File: src/design/core_defs.svh
/* Widths, reset address and encodings of the RV32I subset core.
   Only the opcodes the core executes are listed. Any other opcode runs as a no-op. */
`ifndef CORE_DEFS_SVH
`define CORE_DEFS_SVH

`define XLEN        32
`define REG_ADDR_W  5
`define RESET_PC    32'h0000_0000

// major opcodes
`define OP_LOAD     7'b0000011
`define OP_STORE    7'b0100011
`define OP_RTYPE    7'b0110011
`define OP_ITYPE    7'b0010011
`define OP_BRANCH   7'b1100011
`define OP_JAL      7'b1101111

// alu codes (bit 0 set inverts operand b)
`define ALU_ADD     4'b0000
`define ALU_SUB     4'b0001
`define ALU_AND     4'b0010
`define ALU_OR      4'b0011
`define ALU_SLL     4'b0100
`define ALU_SLT     4'b0101
`define ALU_XOR     4'b0110
`define ALU_SRL     4'b0111
`define ALU_SLTU    4'b1000
`define ALU_SRA     4'b1111

`define IMM_I       2'd0
`define IMM_S       2'd1
`define IMM_B       2'd2
`define IMM_J       2'd3

`define RES_ALU     2'd0
`define RES_MEM     2'd1
`define RES_PC4     2'd2

`define FWD_REG     2'd0
`define FWD_WB      2'd1
`define FWD_MEM     2'd2

`endif
File: src/design/rvPkg.sv
/* Vector types shared by all core RTL. Widths follow core_defs.svh. */
`include "core_defs.svh"

package rvPkg;

  typedef logic [`XLEN-1:0]       word_t;       // data word or byte address
  typedef logic [`REG_ADDR_W-1:0] regAddr_t;
  typedef logic [3:0]             aluCtrl_t;    // one of the ALU_* codes
  typedef logic [1:0]             immSel_t;
  typedef logic [1:0]             resultSel_t;  // writeback source
  typedef logic [1:0]             fwdSel_t;

endpackage

File: src/design/rvCore.sv
/* Five-stage in-order RV32I subset core with no memories of its own.
   Instruction and data memory answer combinationally in the same cycle.
   A store is taken at the rising edge while memWrite is high. */
`timescale 1ns/100ps

module rvCore (
  input  logic         clk,
  input  logic         reset,
  output rvPkg::word_t pc,
  input  rvPkg::word_t instr,
  output logic         memWrite,
  output rvPkg::word_t memAddr,
  output rvPkg::word_t memWriteData,
  input  rvPkg::word_t memReadData
);
  import rvPkg::*;

  //////////////////////////////////////////////////
  // stage to stage wires

  word_t      instrD;
  word_t      pcD;
  word_t      pcPlus4D;
  regAddr_t   rs1D;
  regAddr_t   rs2D;
  word_t      rd1E;
  word_t      rd2E;
  word_t      immE;
  word_t      pcE;
  word_t      pcPlus4E;
  regAddr_t   rs1E;
  regAddr_t   rs2E;
  regAddr_t   rdE;
  aluCtrl_t   aluCtrlE;
  logic       aluSrcImmE;
  logic       regWriteE;
  logic       memWriteE;
  logic       branchE;
  logic       jumpE;
  logic       branchNeE;
  logic       isLoadE;
  resultSel_t resultSelE;
  logic       redirectE;
  word_t      targetE;
  word_t      pcPlus4M;
  regAddr_t   rdM;
  logic       regWriteM;
  resultSel_t resultSelM;
  word_t      resultW;
  regAddr_t   rdW;
  logic       regWriteW;

  // hazard control
  fwdSel_t    fwdA;
  fwdSel_t    fwdB;
  logic       stallF;
  logic       stallD;
  logic       flushD;
  logic       flushE;

  //////////////////////////////////////////////////
  // stages

  fetchUnit fetch (
    .pcF (pc),
    .*
  );

  decodeUnit decode (.*);

  executeUnit execute (
    .aluResultM (memAddr),
    .writeDataM (memWriteData),
    .memWriteM  (memWrite),
    .*
  );

  memWbUnit memWb (
    .aluResultM (memAddr),
    .*
  );

  hazardUnit hazard (.*);

endmodule

File: src/design/hazardUnit.sv
/* Forwarding, load-use stall and flush control. Purely combinational.
   The load-use check does not look at whether decode really reads rs2. */
`timescale 1ns/100ps
`include "core_defs.svh"

module hazardUnit (
  input  rvPkg::regAddr_t rs1D,
  input  rvPkg::regAddr_t rs2D,
  input  rvPkg::regAddr_t rs1E,
  input  rvPkg::regAddr_t rs2E,
  input  rvPkg::regAddr_t rdE,
  input  rvPkg::regAddr_t rdM,
  input  rvPkg::regAddr_t rdW,
  input  logic            isLoadE,
  input  logic            redirectE,
  input  logic            regWriteM,
  input  logic            regWriteW,
  output rvPkg::fwdSel_t  fwdA,
  output rvPkg::fwdSel_t  fwdB,
  output logic            stallF,
  output logic            stallD,
  output logic            flushD,
  output logic            flushE
);
  import rvPkg::*;

  logic loadUse;

  // the younger producer in memory wins over writeback
  function automatic fwdSel_t pickForward(regAddr_t rs, regAddr_t rdMem, regAddr_t rdWb,
                                          logic wrMem, logic wrWb);
    if (rs == '0) begin
      return `FWD_REG;
    end else if (wrMem && rs == rdMem) begin
      return `FWD_MEM;
    end else if (wrWb && rs == rdWb) begin
      return `FWD_WB;
    end
    return `FWD_REG;
  endfunction

  assign fwdA = pickForward(rs1E, rdM, rdW, regWriteM, regWriteW);
  assign fwdB = pickForward(rs2E, rdM, rdW, regWriteM, regWriteW);

  assign loadUse = isLoadE & ((rdE == rs1D) | (rdE == rs2D));

  assign stallF = loadUse;
  assign stallD = loadUse;
  assign flushD = redirectE;
  assign flushE = loadUse | redirectE;  // bubble into execute

endmodule

File: src/design/memWbUnit.sv
/* Memory/writeback register and result selection.
   Load data must be valid in the same cycle as the address. */
`timescale 1ns/100ps
`include "core_defs.svh"

module memWbUnit (
  input  logic              clk,
  input  logic              reset,
  input  rvPkg::word_t      aluResultM,
  input  rvPkg::word_t      memReadData,
  input  rvPkg::word_t      pcPlus4M,
  input  rvPkg::regAddr_t   rdM,
  input  logic              regWriteM,
  input  rvPkg::resultSel_t resultSelM,
  output rvPkg::word_t      resultW,
  output rvPkg::regAddr_t   rdW,
  output logic              regWriteW
);
  import rvPkg::*;

  word_t      aluResultW;
  word_t      readDataW;
  word_t      pcPlus4W;
  resultSel_t resultSelW;

  always_ff @(posedge clk or posedge reset) begin
    if (reset) begin
      aluResultW <= '0;
      readDataW  <= '0;
      pcPlus4W   <= '0;
      rdW        <= '0;
      regWriteW  <= 1'b0;
      resultSelW <= `RES_ALU;
    end else begin
      aluResultW <= aluResultM;
      readDataW  <= memReadData;
      pcPlus4W   <= pcPlus4M;
      rdW        <= rdM;
      regWriteW  <= regWriteM;
      resultSelW <= resultSelM;
    end
  end

  always_comb begin
    case (resultSelW)
      `RES_MEM: resultW = readDataW;
      `RES_PC4: resultW = pcPlus4W;  // jal link
      default:  resultW = aluResultW;
    endcase
  end

endmodule

File: src/design/executeUnit.sv
/* Execute stage and the execute/memory register.
   Branches and jal resolve here. The target is always PC plus immediate.
   Forwarding from memory uses the ALU result, so a load there is never forwarded. */
`timescale 1ns/100ps
`include "core_defs.svh"

module executeUnit (
  input  logic              clk,
  input  logic              reset,
  input  rvPkg::word_t      rd1E,
  input  rvPkg::word_t      rd2E,
  input  rvPkg::word_t      immE,
  input  rvPkg::word_t      pcE,
  input  rvPkg::word_t      pcPlus4E,
  input  rvPkg::regAddr_t   rdE,
  input  rvPkg::aluCtrl_t   aluCtrlE,
  input  logic              aluSrcImmE,
  input  logic              regWriteE,
  input  logic              memWriteE,
  input  logic              branchE,
  input  logic              jumpE,
  input  logic              branchNeE,
  input  rvPkg::resultSel_t resultSelE,
  input  rvPkg::fwdSel_t    fwdA,
  input  rvPkg::fwdSel_t    fwdB,
  input  rvPkg::word_t      resultW,
  output logic              redirectE,
  output rvPkg::word_t      targetE,
  output rvPkg::word_t      aluResultM,
  output rvPkg::word_t      writeDataM,
  output rvPkg::word_t      pcPlus4M,
  output rvPkg::regAddr_t   rdM,
  output logic              regWriteM,
  output logic              memWriteM,
  output rvPkg::resultSel_t resultSelM
);
  import rvPkg::*;

  word_t srcA;
  word_t fwdDataB;  // forwarded rs2, also the store data
  word_t srcB;
  word_t aluResultE;
  logic  zeroE;

  function automatic word_t pickOperand(fwdSel_t sel, word_t regVal, word_t memVal,
                                        word_t wbVal);
    case (sel)
      `FWD_MEM: return memVal;
      `FWD_WB:  return wbVal;
      default:  return regVal;
    endcase
  endfunction

  //////////////////////////////////////////////////
  // operands, alu and branch decision

  assign srcA     = pickOperand(fwdA, rd1E, aluResultM, resultW);
  assign fwdDataB = pickOperand(fwdB, rd2E, aluResultM, resultW);
  assign srcB     = aluSrcImmE ? immE : fwdDataB;

  alu alu0 (
    .a      (srcA),
    .b      (srcB),
    .ctrl   (aluCtrlE),
    .result (aluResultE),
    .zero   (zeroE)
  );

  assign targetE   = pcE + immE;
  assign redirectE = jumpE | (branchE & (zeroE ^ branchNeE));  // bne flips the test

  //////////////////////////////////////////////////
  // execute/memory register

  always_ff @(posedge clk or posedge reset) begin
    if (reset) begin
      aluResultM <= '0;
      writeDataM <= '0;
      pcPlus4M   <= '0;
      rdM        <= '0;
      regWriteM  <= 1'b0;
      memWriteM  <= 1'b0;
      resultSelM <= `RES_ALU;
    end else begin
      aluResultM <= aluResultE;  // also the data memory address
      writeDataM <= fwdDataB;
      pcPlus4M   <= pcPlus4E;
      rdM        <= rdE;
      regWriteM  <= regWriteE;
      memWriteM  <= memWriteE;
      resultSelM <= resultSelE;
    end
  end

endmodule

File: src/design/decodeUnit.sv
/* Decode stage with the register file and the decode/execute register.
   Unknown opcodes, and branches other than beq/bne, decode as no-ops.
   A value written back in this cycle is already visible to the reads. */
`timescale 1ns/100ps
`include "core_defs.svh"

module decodeUnit (
  input  logic              clk,
  input  logic              reset,
  input  logic              flushE,
  input  rvPkg::word_t      instrD,
  input  rvPkg::word_t      pcD,
  input  rvPkg::word_t      pcPlus4D,
  input  rvPkg::regAddr_t   rdW,
  input  logic              regWriteW,
  input  rvPkg::word_t      resultW,
  output rvPkg::regAddr_t   rs1D,
  output rvPkg::regAddr_t   rs2D,
  output rvPkg::word_t      rd1E,
  output rvPkg::word_t      rd2E,
  output rvPkg::word_t      immE,
  output rvPkg::word_t      pcE,
  output rvPkg::word_t      pcPlus4E,
  output rvPkg::regAddr_t   rs1E,
  output rvPkg::regAddr_t   rs2E,
  output rvPkg::regAddr_t   rdE,
  output rvPkg::aluCtrl_t   aluCtrlE,
  output logic              aluSrcImmE,
  output logic              regWriteE,
  output logic              memWriteE,
  output logic              branchE,
  output logic              jumpE,
  output logic              branchNeE,
  output logic              isLoadE,
  output rvPkg::resultSel_t resultSelE
);
  import rvPkg::*;

  logic [6:0] opcode;
  logic [2:0] funct3;
  logic       funct7b5;
  regAddr_t   rdD;
  word_t      rd1D;
  word_t      rd2D;
  word_t      immD;
  immSel_t    immSel;
  aluCtrl_t   functCtrl;
  aluCtrl_t   aluCtrlD;
  resultSel_t resultSelD;
  logic       aluSrcImmD;
  logic       regWriteD;
  logic       memWriteD;
  logic       branchD;
  logic       jumpD;
  logic       isLoadD;

  assign opcode   = instrD[6:0];
  assign funct3   = instrD[14:12];
  assign funct7b5 = instrD[30];
  assign rs1D     = instrD[19:15];
  assign rs2D     = instrD[24:20];
  assign rdD      = instrD[11:7];

  //////////////////////////////////////////////////
  // control decode

  // funct3 to alu code for register and immediate ops
  always_comb begin
    case (funct3)
      3'b000:  functCtrl = (opcode[5] && funct7b5) ? `ALU_SUB : `ALU_ADD;  // no subi
      3'b001:  functCtrl = `ALU_SLL;
      3'b010:  functCtrl = `ALU_SLT;
      3'b011:  functCtrl = `ALU_SLTU;
      3'b100:  functCtrl = `ALU_XOR;
      3'b101:  functCtrl = funct7b5 ? `ALU_SRA : `ALU_SRL;
      3'b110:  functCtrl = `ALU_OR;
      default: functCtrl = `ALU_AND;
    endcase
  end

  always_comb begin
    regWriteD  = 1'b0;
    memWriteD  = 1'b0;
    branchD    = 1'b0;
    jumpD      = 1'b0;
    aluSrcImmD = 1'b0;
    isLoadD    = 1'b0;
    resultSelD = `RES_ALU;
    immSel     = `IMM_I;
    aluCtrlD   = `ALU_ADD;  // address calc for lw/sw
    case (opcode)
      `OP_LOAD: begin
        regWriteD  = 1'b1;
        aluSrcImmD = 1'b1;
        isLoadD    = 1'b1;
        resultSelD = `RES_MEM;
      end
      `OP_STORE: begin
        memWriteD  = 1'b1;
        aluSrcImmD = 1'b1;
        immSel     = `IMM_S;
      end
      `OP_RTYPE: begin
        regWriteD = 1'b1;
        aluCtrlD  = functCtrl;
      end
      `OP_ITYPE: begin
        regWriteD  = 1'b1;
        aluSrcImmD = 1'b1;
        aluCtrlD   = functCtrl;
      end
      `OP_BRANCH: begin
        branchD  = (funct3[2:1] == 2'b00);  // beq and bne only
        immSel   = `IMM_B;
        aluCtrlD = `ALU_SUB;  // compare through the zero flag
      end
      `OP_JAL: begin
        regWriteD  = 1'b1;
        jumpD      = 1'b1;
        immSel     = `IMM_J;
        resultSelD = `RES_PC4;  // link value
      end
      default: ;
    endcase
  end

  always_comb begin
    case (immSel)
      `IMM_S:  immD = {{20{instrD[31]}}, instrD[31:25], instrD[11:7]};
      `IMM_B:  immD = {{20{instrD[31]}}, instrD[7], instrD[30:25], instrD[11:8], 1'b0};
      `IMM_J:  immD = {{12{instrD[31]}}, instrD[19:12], instrD[20], instrD[30:21], 1'b0};
      default: immD = {{20{instrD[31]}}, instrD[31:20]};
    endcase
  end

  regFile regs (
    .clk       (clk),
    .rs1       (rs1D),
    .rs2       (rs2D),
    .rd        (rdW),
    .writeEn   (regWriteW),
    .writeData (resultW),
    .readData1 (rd1D),
    .readData2 (rd2D)
  );

  //////////////////////////////////////////////////
  // decode/execute register

  always_ff @(posedge clk or posedge reset) begin
    if (reset) begin
      {rd1E, rd2E, immE, pcE, pcPlus4E} <= '0;
      {rs1E, rs2E, rdE} <= '0;
      {aluCtrlE, aluSrcImmE, regWriteE, memWriteE} <= '0;
      {branchE, jumpE, branchNeE, isLoadE, resultSelE} <= '0;
    end else if (flushE) begin
      {rd1E, rd2E, immE, pcE, pcPlus4E} <= '0;  // bubble
      {rs1E, rs2E, rdE} <= '0;
      {aluCtrlE, aluSrcImmE, regWriteE, memWriteE} <= '0;
      {branchE, jumpE, branchNeE, isLoadE, resultSelE} <= '0;
    end else begin
      rd1E       <= rd1D;
      rd2E       <= rd2D;
      immE       <= immD;
      pcE        <= pcD;
      pcPlus4E   <= pcPlus4D;
      rs1E       <= rs1D;
      rs2E       <= rs2D;
      rdE        <= rdD;
      aluCtrlE   <= aluCtrlD;
      aluSrcImmE <= aluSrcImmD;
      regWriteE  <= regWriteD;
      memWriteE  <= memWriteD;
      branchE    <= branchD;
      jumpE      <= jumpD;
      branchNeE  <= branchD & funct3[0];
      isLoadE    <= isLoadD;
      resultSelE <= resultSelD;
    end
  end

endmodule

File: src/design/fetchUnit.sv
/* Program counter and fetch/decode register.
   Instruction memory must answer in the same cycle as pcF.
   A redirect and a load-use stall never occur together. */
`timescale 1ns/100ps
`include "core_defs.svh"

module fetchUnit (
  input  logic         clk,
  input  logic         reset,
  input  logic         stallF,
  input  logic         stallD,
  input  logic         flushD,
  input  logic         redirectE,
  input  rvPkg::word_t targetE,
  input  rvPkg::word_t instr,
  output rvPkg::word_t pcF,
  output rvPkg::word_t instrD,
  output rvPkg::word_t pcD,
  output rvPkg::word_t pcPlus4D
);
  import rvPkg::*;

  word_t pcPlus4F;
  word_t pcNext;

  assign pcPlus4F = pcF + word_t'(4);
  assign pcNext   = redirectE ? targetE : pcPlus4F;  // taken branch or jal

  always_ff @(posedge clk or posedge reset) begin
    if (reset) begin
      pcF <= `RESET_PC;
    end else if (!stallF) begin
      pcF <= pcNext;
    end
  end

  // an all-zero instruction word decodes as a bubble
  always_ff @(posedge clk or posedge reset) begin
    if (reset) begin
      instrD   <= '0;
      pcD      <= '0;
      pcPlus4D <= '0;
    end else if (flushD) begin
      instrD   <= '0;  // wrong-path instruction
      pcD      <= '0;
      pcPlus4D <= '0;
    end else if (!stallD) begin
      instrD   <= instr;
      pcD      <= pcF;
      pcPlus4D <= pcPlus4F;
    end
  end

endmodule

File: src/design/alu.sv
/* Integer ALU for the ten RV32I register operations.
   Shift amounts use the low five bits of b. Unknown codes give zero. */
`timescale 1ns/100ps
`include "core_defs.svh"

module alu (
  input  rvPkg::word_t    a,
  input  rvPkg::word_t    b,
  input  rvPkg::aluCtrl_t ctrl,
  output rvPkg::word_t    result,
  output logic            zero
);
  import rvPkg::*;

  word_t bInv;
  word_t sum;
  logic  overflow;

  // one adder serves add, sub and slt
  assign bInv = ctrl[0] ? ~b : b;
  assign sum  = a + bInv + word_t'(ctrl[0]);
  assign overflow = ~(ctrl[0] ^ a[`XLEN-1] ^ b[`XLEN-1])
                  & (a[`XLEN-1] ^ sum[`XLEN-1]) & ~ctrl[1];

  always_comb begin
    case (ctrl)
      `ALU_ADD,
      `ALU_SUB:  result = sum;
      `ALU_AND:  result = a & b;
      `ALU_OR:   result = a | b;
      `ALU_XOR:  result = a ^ b;
      `ALU_SLL:  result = a << b[4:0];
      `ALU_SRL:  result = a >> b[4:0];
      `ALU_SRA:  result = $signed(a) >>> b[4:0];
      `ALU_SLT:  result = word_t'(overflow ^ sum[`XLEN-1]);  // sign corrected for overflow
      `ALU_SLTU: result = word_t'(a < b);
      default:   result = '0;
    endcase
  end

  assign zero = (result == '0);

endmodule

File: src/design/regFile.sv
/* 31 general registers plus x0, which always reads as zero.
   Reads are combinational. The write lands on the falling clock edge. */
`timescale 1ns/100ps

module regFile (
  input  logic            clk,
  input  rvPkg::regAddr_t rs1,
  input  rvPkg::regAddr_t rs2,
  input  rvPkg::regAddr_t rd,
  input  logic            writeEn,
  input  rvPkg::word_t    writeData,
  output rvPkg::word_t    readData1,
  output rvPkg::word_t    readData2
);
  import rvPkg::*;

  word_t regs [1:31];  // no storage for x0

  // half-cycle write lets decode see the value in the same cycle
  always_ff @(negedge clk) begin
    if (writeEn && rd != '0) begin
      regs[rd] <= writeData;
    end
  end

  assign readData1 = (rs1 == '0) ? '0 : regs[rs1];
  assign readData2 = (rs2 == '0) ? '0 : regs[rs2];

endmodule

File: config.mk
export PLATFORM = sky130hd
export DESIGN_NAME = rvCore
export DESIGN_NICKNAME = d
export VERILOG_FILES = /design/src/design/rvPkg.sv /design/src/design/rvCore.sv /design/src/design/hazardUnit.sv /design/src/design/memWbUnit.sv /design/src/design/executeUnit.sv /design/src/design/decodeUnit.sv /design/src/design/fetchUnit.sv /design/src/design/alu.sv /design/src/design/regFile.sv
export VERILOG_INCLUDE_DIRS = /design/src /design/src/design
export SDC_FILE = /design/constraint.sdc
export NUM_CORES = 2
export LEC_CHECK = 0
export ABC_AREA = 1
export CAP_MARGIN = 10
export CORE_MARGIN = 2
export CORE_UTILIZATION = 36
export CTS_BUF_LIST = sky130_fd_sc_hd__clkbuf_2
export DETAILED_ROUTE_END_ITERATION = 8
export DONT_BUFFER_PORTS = 1
export SYNTH_ARGS = -nofsm -noshare
export SYNTH_HDL_FRONTEND = slang
export SYNTH_SLANG_ARGS = --single-unit
File: constraint.sdc
create_clock -name clk -period 31.9 [get_ports clk]
set_input_delay 4.785 -clock clk [delete_from_list [all_inputs] [get_ports clk]]
set_output_delay 4.785 -clock clk [all_outputs]
set_load 0.02 [all_outputs]
==> summary.md <==
| Metric | Value |
|---|---|
| Global placement routability congestion | 0.996 |
| Average wire length per cell after detail routing | 25.4 µm |
| Most frequent cells in the layout | 1599 x sky130_fd_sc_hd__inv_1, 1206 x sky130_fd_sc_hd__nand2_1, 1165 x sky130_fd_sc_hd__nor2_1 |
| Buffers inserted by post-CTS timing repair | 0 |
| Failing checks | design-rule violations |
| Total power density per cell area | 65.4 mW/mm² |
| Static Leakage | 38.5 nW |
| Crit Path Category | register to register |
| Max VDD drop | 41.7 µV |
| Type of the tightest min-delay check | register to register |
| Main combinational cell family by area after synthesis | simple AND/OR/NAND/NOR gates |
| Cell internal power dissipation | 3.38 mW |
| Overflow after GRT | 0 |
| Area of the core | 0.214 mm² |
| Net switching share of the total power | 40.7% |
| Clock buffers created by TritonCTS | 411 |
| Count of input and output buffers | 0 |
| Crit Path Max Fanout | 18 |
| Number of register bits inferred by synthesis | 1501 |
| Post-synthesis simple-gate area fraction | 18.8% |
| Worst slew slack as a fraction of its limit | 11.8% |
| Sequential group share of total power | 45.6% |
| Yosys Warn Count | 0 |
| Post-detailed-route count of antenna-violating nets | 0 |
| Count of flip-flops with a built-in enable after synthesis | 992 |
| Number of H-tree branching levels | 5 |
| Violation count after the first detailed-routing iteration | 10000 |
| Post-synth top area share | 38.6% |
| Number of max-slew violations in the final report | 0 |
| Worst-Skew Late Latency | 1.93 ns |
| Pin count of the biggest net entering global routing | 203 |
| Crit path DAT | 5.10 ns |
| Sequential element share of the synthesized area | 55.0% |
| Nature of the critical path startpoint | register |
| Multiplexer share of the synthesized area | 0% |
| Clock group share of total power | 32.7% |
| Parity-gate share of the synthesized area counting xor and xnor cells | 1.11% |
| Number of remaining DRC errors | 1 |
| Max capacitance violation total | 0 |
| Outcome | finished with violations |
| Maximum root-to-sink buffer count | 4 |
| Slowest cell delay on critical path | 0.86 ns |
| Total of cells resized after clock tree synthesis | 0 |
| Most used DFF post-synth | sky130_fd_sc_hd__edfxtp_1 |
| Area of the die | 0.218 mm² |
| Setup Total Neg Slack | 0 ns |
| RSZ-0062 raised after global routing | false |
| Crit path cell chain | inv_2 > nand2_1 > o21ai_0 > inv_1 > nand4_1 > nor2_4 > buf_4 |
| Number of placement rows | 170 |
| Root buf cell | sky130_fd_sc_hd__clkbuf_2 |
| Number of nets in the synthesized netlist | 8758 |
| Switching power | 2.32 mW |
| Count of clock tree sinks | 1501 |
| Share of the core filled with cells in the final layout | 40.8% |
| Asr flop ratio synth | 33.9% |
| Most common cell after layout, fill and taps aside | sky130_fd_sc_hd__inv_1 |
| Worst setup skew after layout | 0.372 ns |
| Hold violation count in the final report | 0 |
| Post-layout nets | 9709 |
| Vias post-DR | 73400 |
| Layout overhead on the synthesized area | 13.0% |
| Clk slew on worst S/H paths | 0.13 ns |
| Post-synthesis instance area | 0.0773 mm² |
| Detailed Route WL | 320000 µm |
| Part of the power in combinational logic | 21.7% |
| Width of the die | 467 µm |
| Cell accounting for the most synthesized area | sky130_fd_sc_hd__edfxtp_1 |
| Post-CTS Hold Buffers | 0 |
| Average footprint of a synthesized cell | 9.06 µm² |
| Compound-gate portion of the synthesized area | 16.5% |
| Number of antenna violations at the first check in global routing | 22 |
| Number of endpoints failing setup at the final stage | 0 |
| Detailed-route vias per instance | 5.83 |
| Syn Inst Count | 8529 |
| Combined global-route utilization of all metal layers | 28.4% |
| Die extent in y | 467 µm |
| Number of library cell types mapped by synthesis | 56 |
| HPWL after DPL | 195000 µm |
| Required @ worst endpoint | 17.20 ns |
| Ports placed on the boundary | 163 |
| Setup crit end kind | register |
| Number of global-route vias before repair | 72300 |
| Effective utilization at floorplan | 36.1% |
| Clock tree from TritonCTS | built |
| Worst slew pin tran | 1.32 ns |
| Fraction of final layout cells with drive strength greater than 1 | 8.88% |
| Slowest cell on the critical path | sky130_fd_sc_hd__nor2_4 |
| Pre-antenna DRT Iters | 9 |
| Main area contributors after synthesis | sky130_fd_sc_hd__edfxtp_1 39%, sky130_fd_sc_hd__dfrtp_1 16%, sky130_fd_sc_hd__o21ai_0 7.1% |
| Wire length of the first global-routing pass | 460000 µm |
| Synth Area in Adders | 2.66% |
## critical path: cells and delay by family (launching register included)
family	cells	cell delay, ns
simple gates	3	1.84
flops	1	0.44
compound gates	1	0.20
buf+inv	3	0.77
## path summary, 6_finish.rpt
| kind | startpoint | endpoint | slack (ns) | depth (start not counted) |
|---|---|---|---|---|
| min | execute.pcPlus4M[31]$_DFF_PP0_ | memWb.pcPlus4W[31]$_DFF_PP0_ | 0.17 | 0 |
| max in group asynchronous | reset | fetch.instrD[17]$_DFFE_PP0P_ | 26.33 | 3 |
| max | memWb.rdW[0]$_DFF_PP0_ | decode.regs.regs[22][7]$_DFFE_NP_ | 12.10 | 7 |
| min reg2reg | execute.pcPlus4M[31]$_DFF_PP0_ | memWb.pcPlus4W[31]$_DFF_PP0_ | 0.17 | 0 |
| min in group asynchronous | reset | decode.rd2E[29]$_DFF_PP0_ | 2.96 | 1 |
| max reg2reg | memWb.rdW[0]$_DFF_PP0_ | decode.regs.regs[22][7]$_DFFE_NP_ | 12.10 | 7 |
## final cells by class
| class | instances | area [µm²] |
|---|---|---|
| Fill cell | 21500 | 127000 |
| Sequential cell | 1501 | 42600 |
| Multi-Input combinational cell | 5887 | 30600 |
| Clock inverter | 1213 | 4970 |
| Tap cell | 2838 | 3550 |
| Clock buffer | 469 | 2350 |
| Inverter | 534 | 2050 |
| Timing Repair Buffer | 153 | 1240 |
| Antenna cell | 10 | 25.0 |
## power groups by stage
stage,Sequential (mW),Clock (mW),Combinational [mW]
floorplan,2.54,0.184,0.708
detailed placement,2.63,0.184,1.20
CTS,2.60,1.90,1.20
global placement,2.63,0.184,1.18
finish,2.60,1.86,1.24
global route,2.61,2.09,1.33
## Yosys cell counts (all sizes together) (3+ instances only)
cell       n
a211oi    18
a21boi    12
a21o       6
a21oi    424
a221oi     4
a22o       6
a31oi     18
a32o      25
and3       3
buf      143
clkbuf   463
dfrtp    509
edfxtp   992
ha       161
inv      533
nand2   1216
nand3    869
nand3b     6
nand4     65
nor2    1225
nor3      50
nor3b      3
o211ai   158
o21a       8
o21ai   1108
o21bai     4
o221ai   262
o22ai    109
o311ai     3
o31ai      3
or2        9
xnor2     18
xor2      80
## cell families (layout without fill, tap and decap cells)
kind of cell / after synthesis / count (layout)
adder cells (fa/ha/maj): 163 / 163
AND/OR/NAND/NOR: 3448 / 3448
flip-flops: 1501 / 1501
AO/OA/AOI/OAI: 2178 / 2178
other: 0 / 10
XOR/XNOR: 98 / 98
buffers and inverters: 1141 / 2369
## state kept, by name, summed over array words and instances, names as in the netlist, 21 cells and up
signal	cells
decode.regs.regs	992
decode.pcE	32
decode.rd1E	32
decode.rd2E	32
execute.aluResultM	32
execute.pcPlus4M	32
execute.writeDataM	32
fetch.instrD	32
fetch.pcF	32
fetch.pcPlus4D	32
memWb.aluResultW	32
memWb.pcPlus4W	32
memWb.readDataW	32
decode.pcPlus4E	30
fetch.pcD	30
decode.immE	21
## per-stage QoR
stage	hold WS, ns	setup slack, ns	instances	total power [mW]	area (µm²)
after global placement	0.333	12.42	10900	3.99	80000
final	0.172	12.10	12600	5.71	87300
after global routing	0.158	11.91	12600	6.03	87300
after detailed placement	0.335	12.37	10900	4.01	80000
after CTS	0.127	12.06	12600	5.70	87300
after floorplan	0.331	12.56	8529	3.43	77300
## layer usage
layer	vias to the layer above	wire (µm)	GRT usage, %
met5	-	54	0
met4	8	19300	18.4
met3	1012	38300	8.43
met2	4961	140000	41.8
met1	35400	123000	36.4
li1	32100	-	-
(Power assumes the default switching activity.)
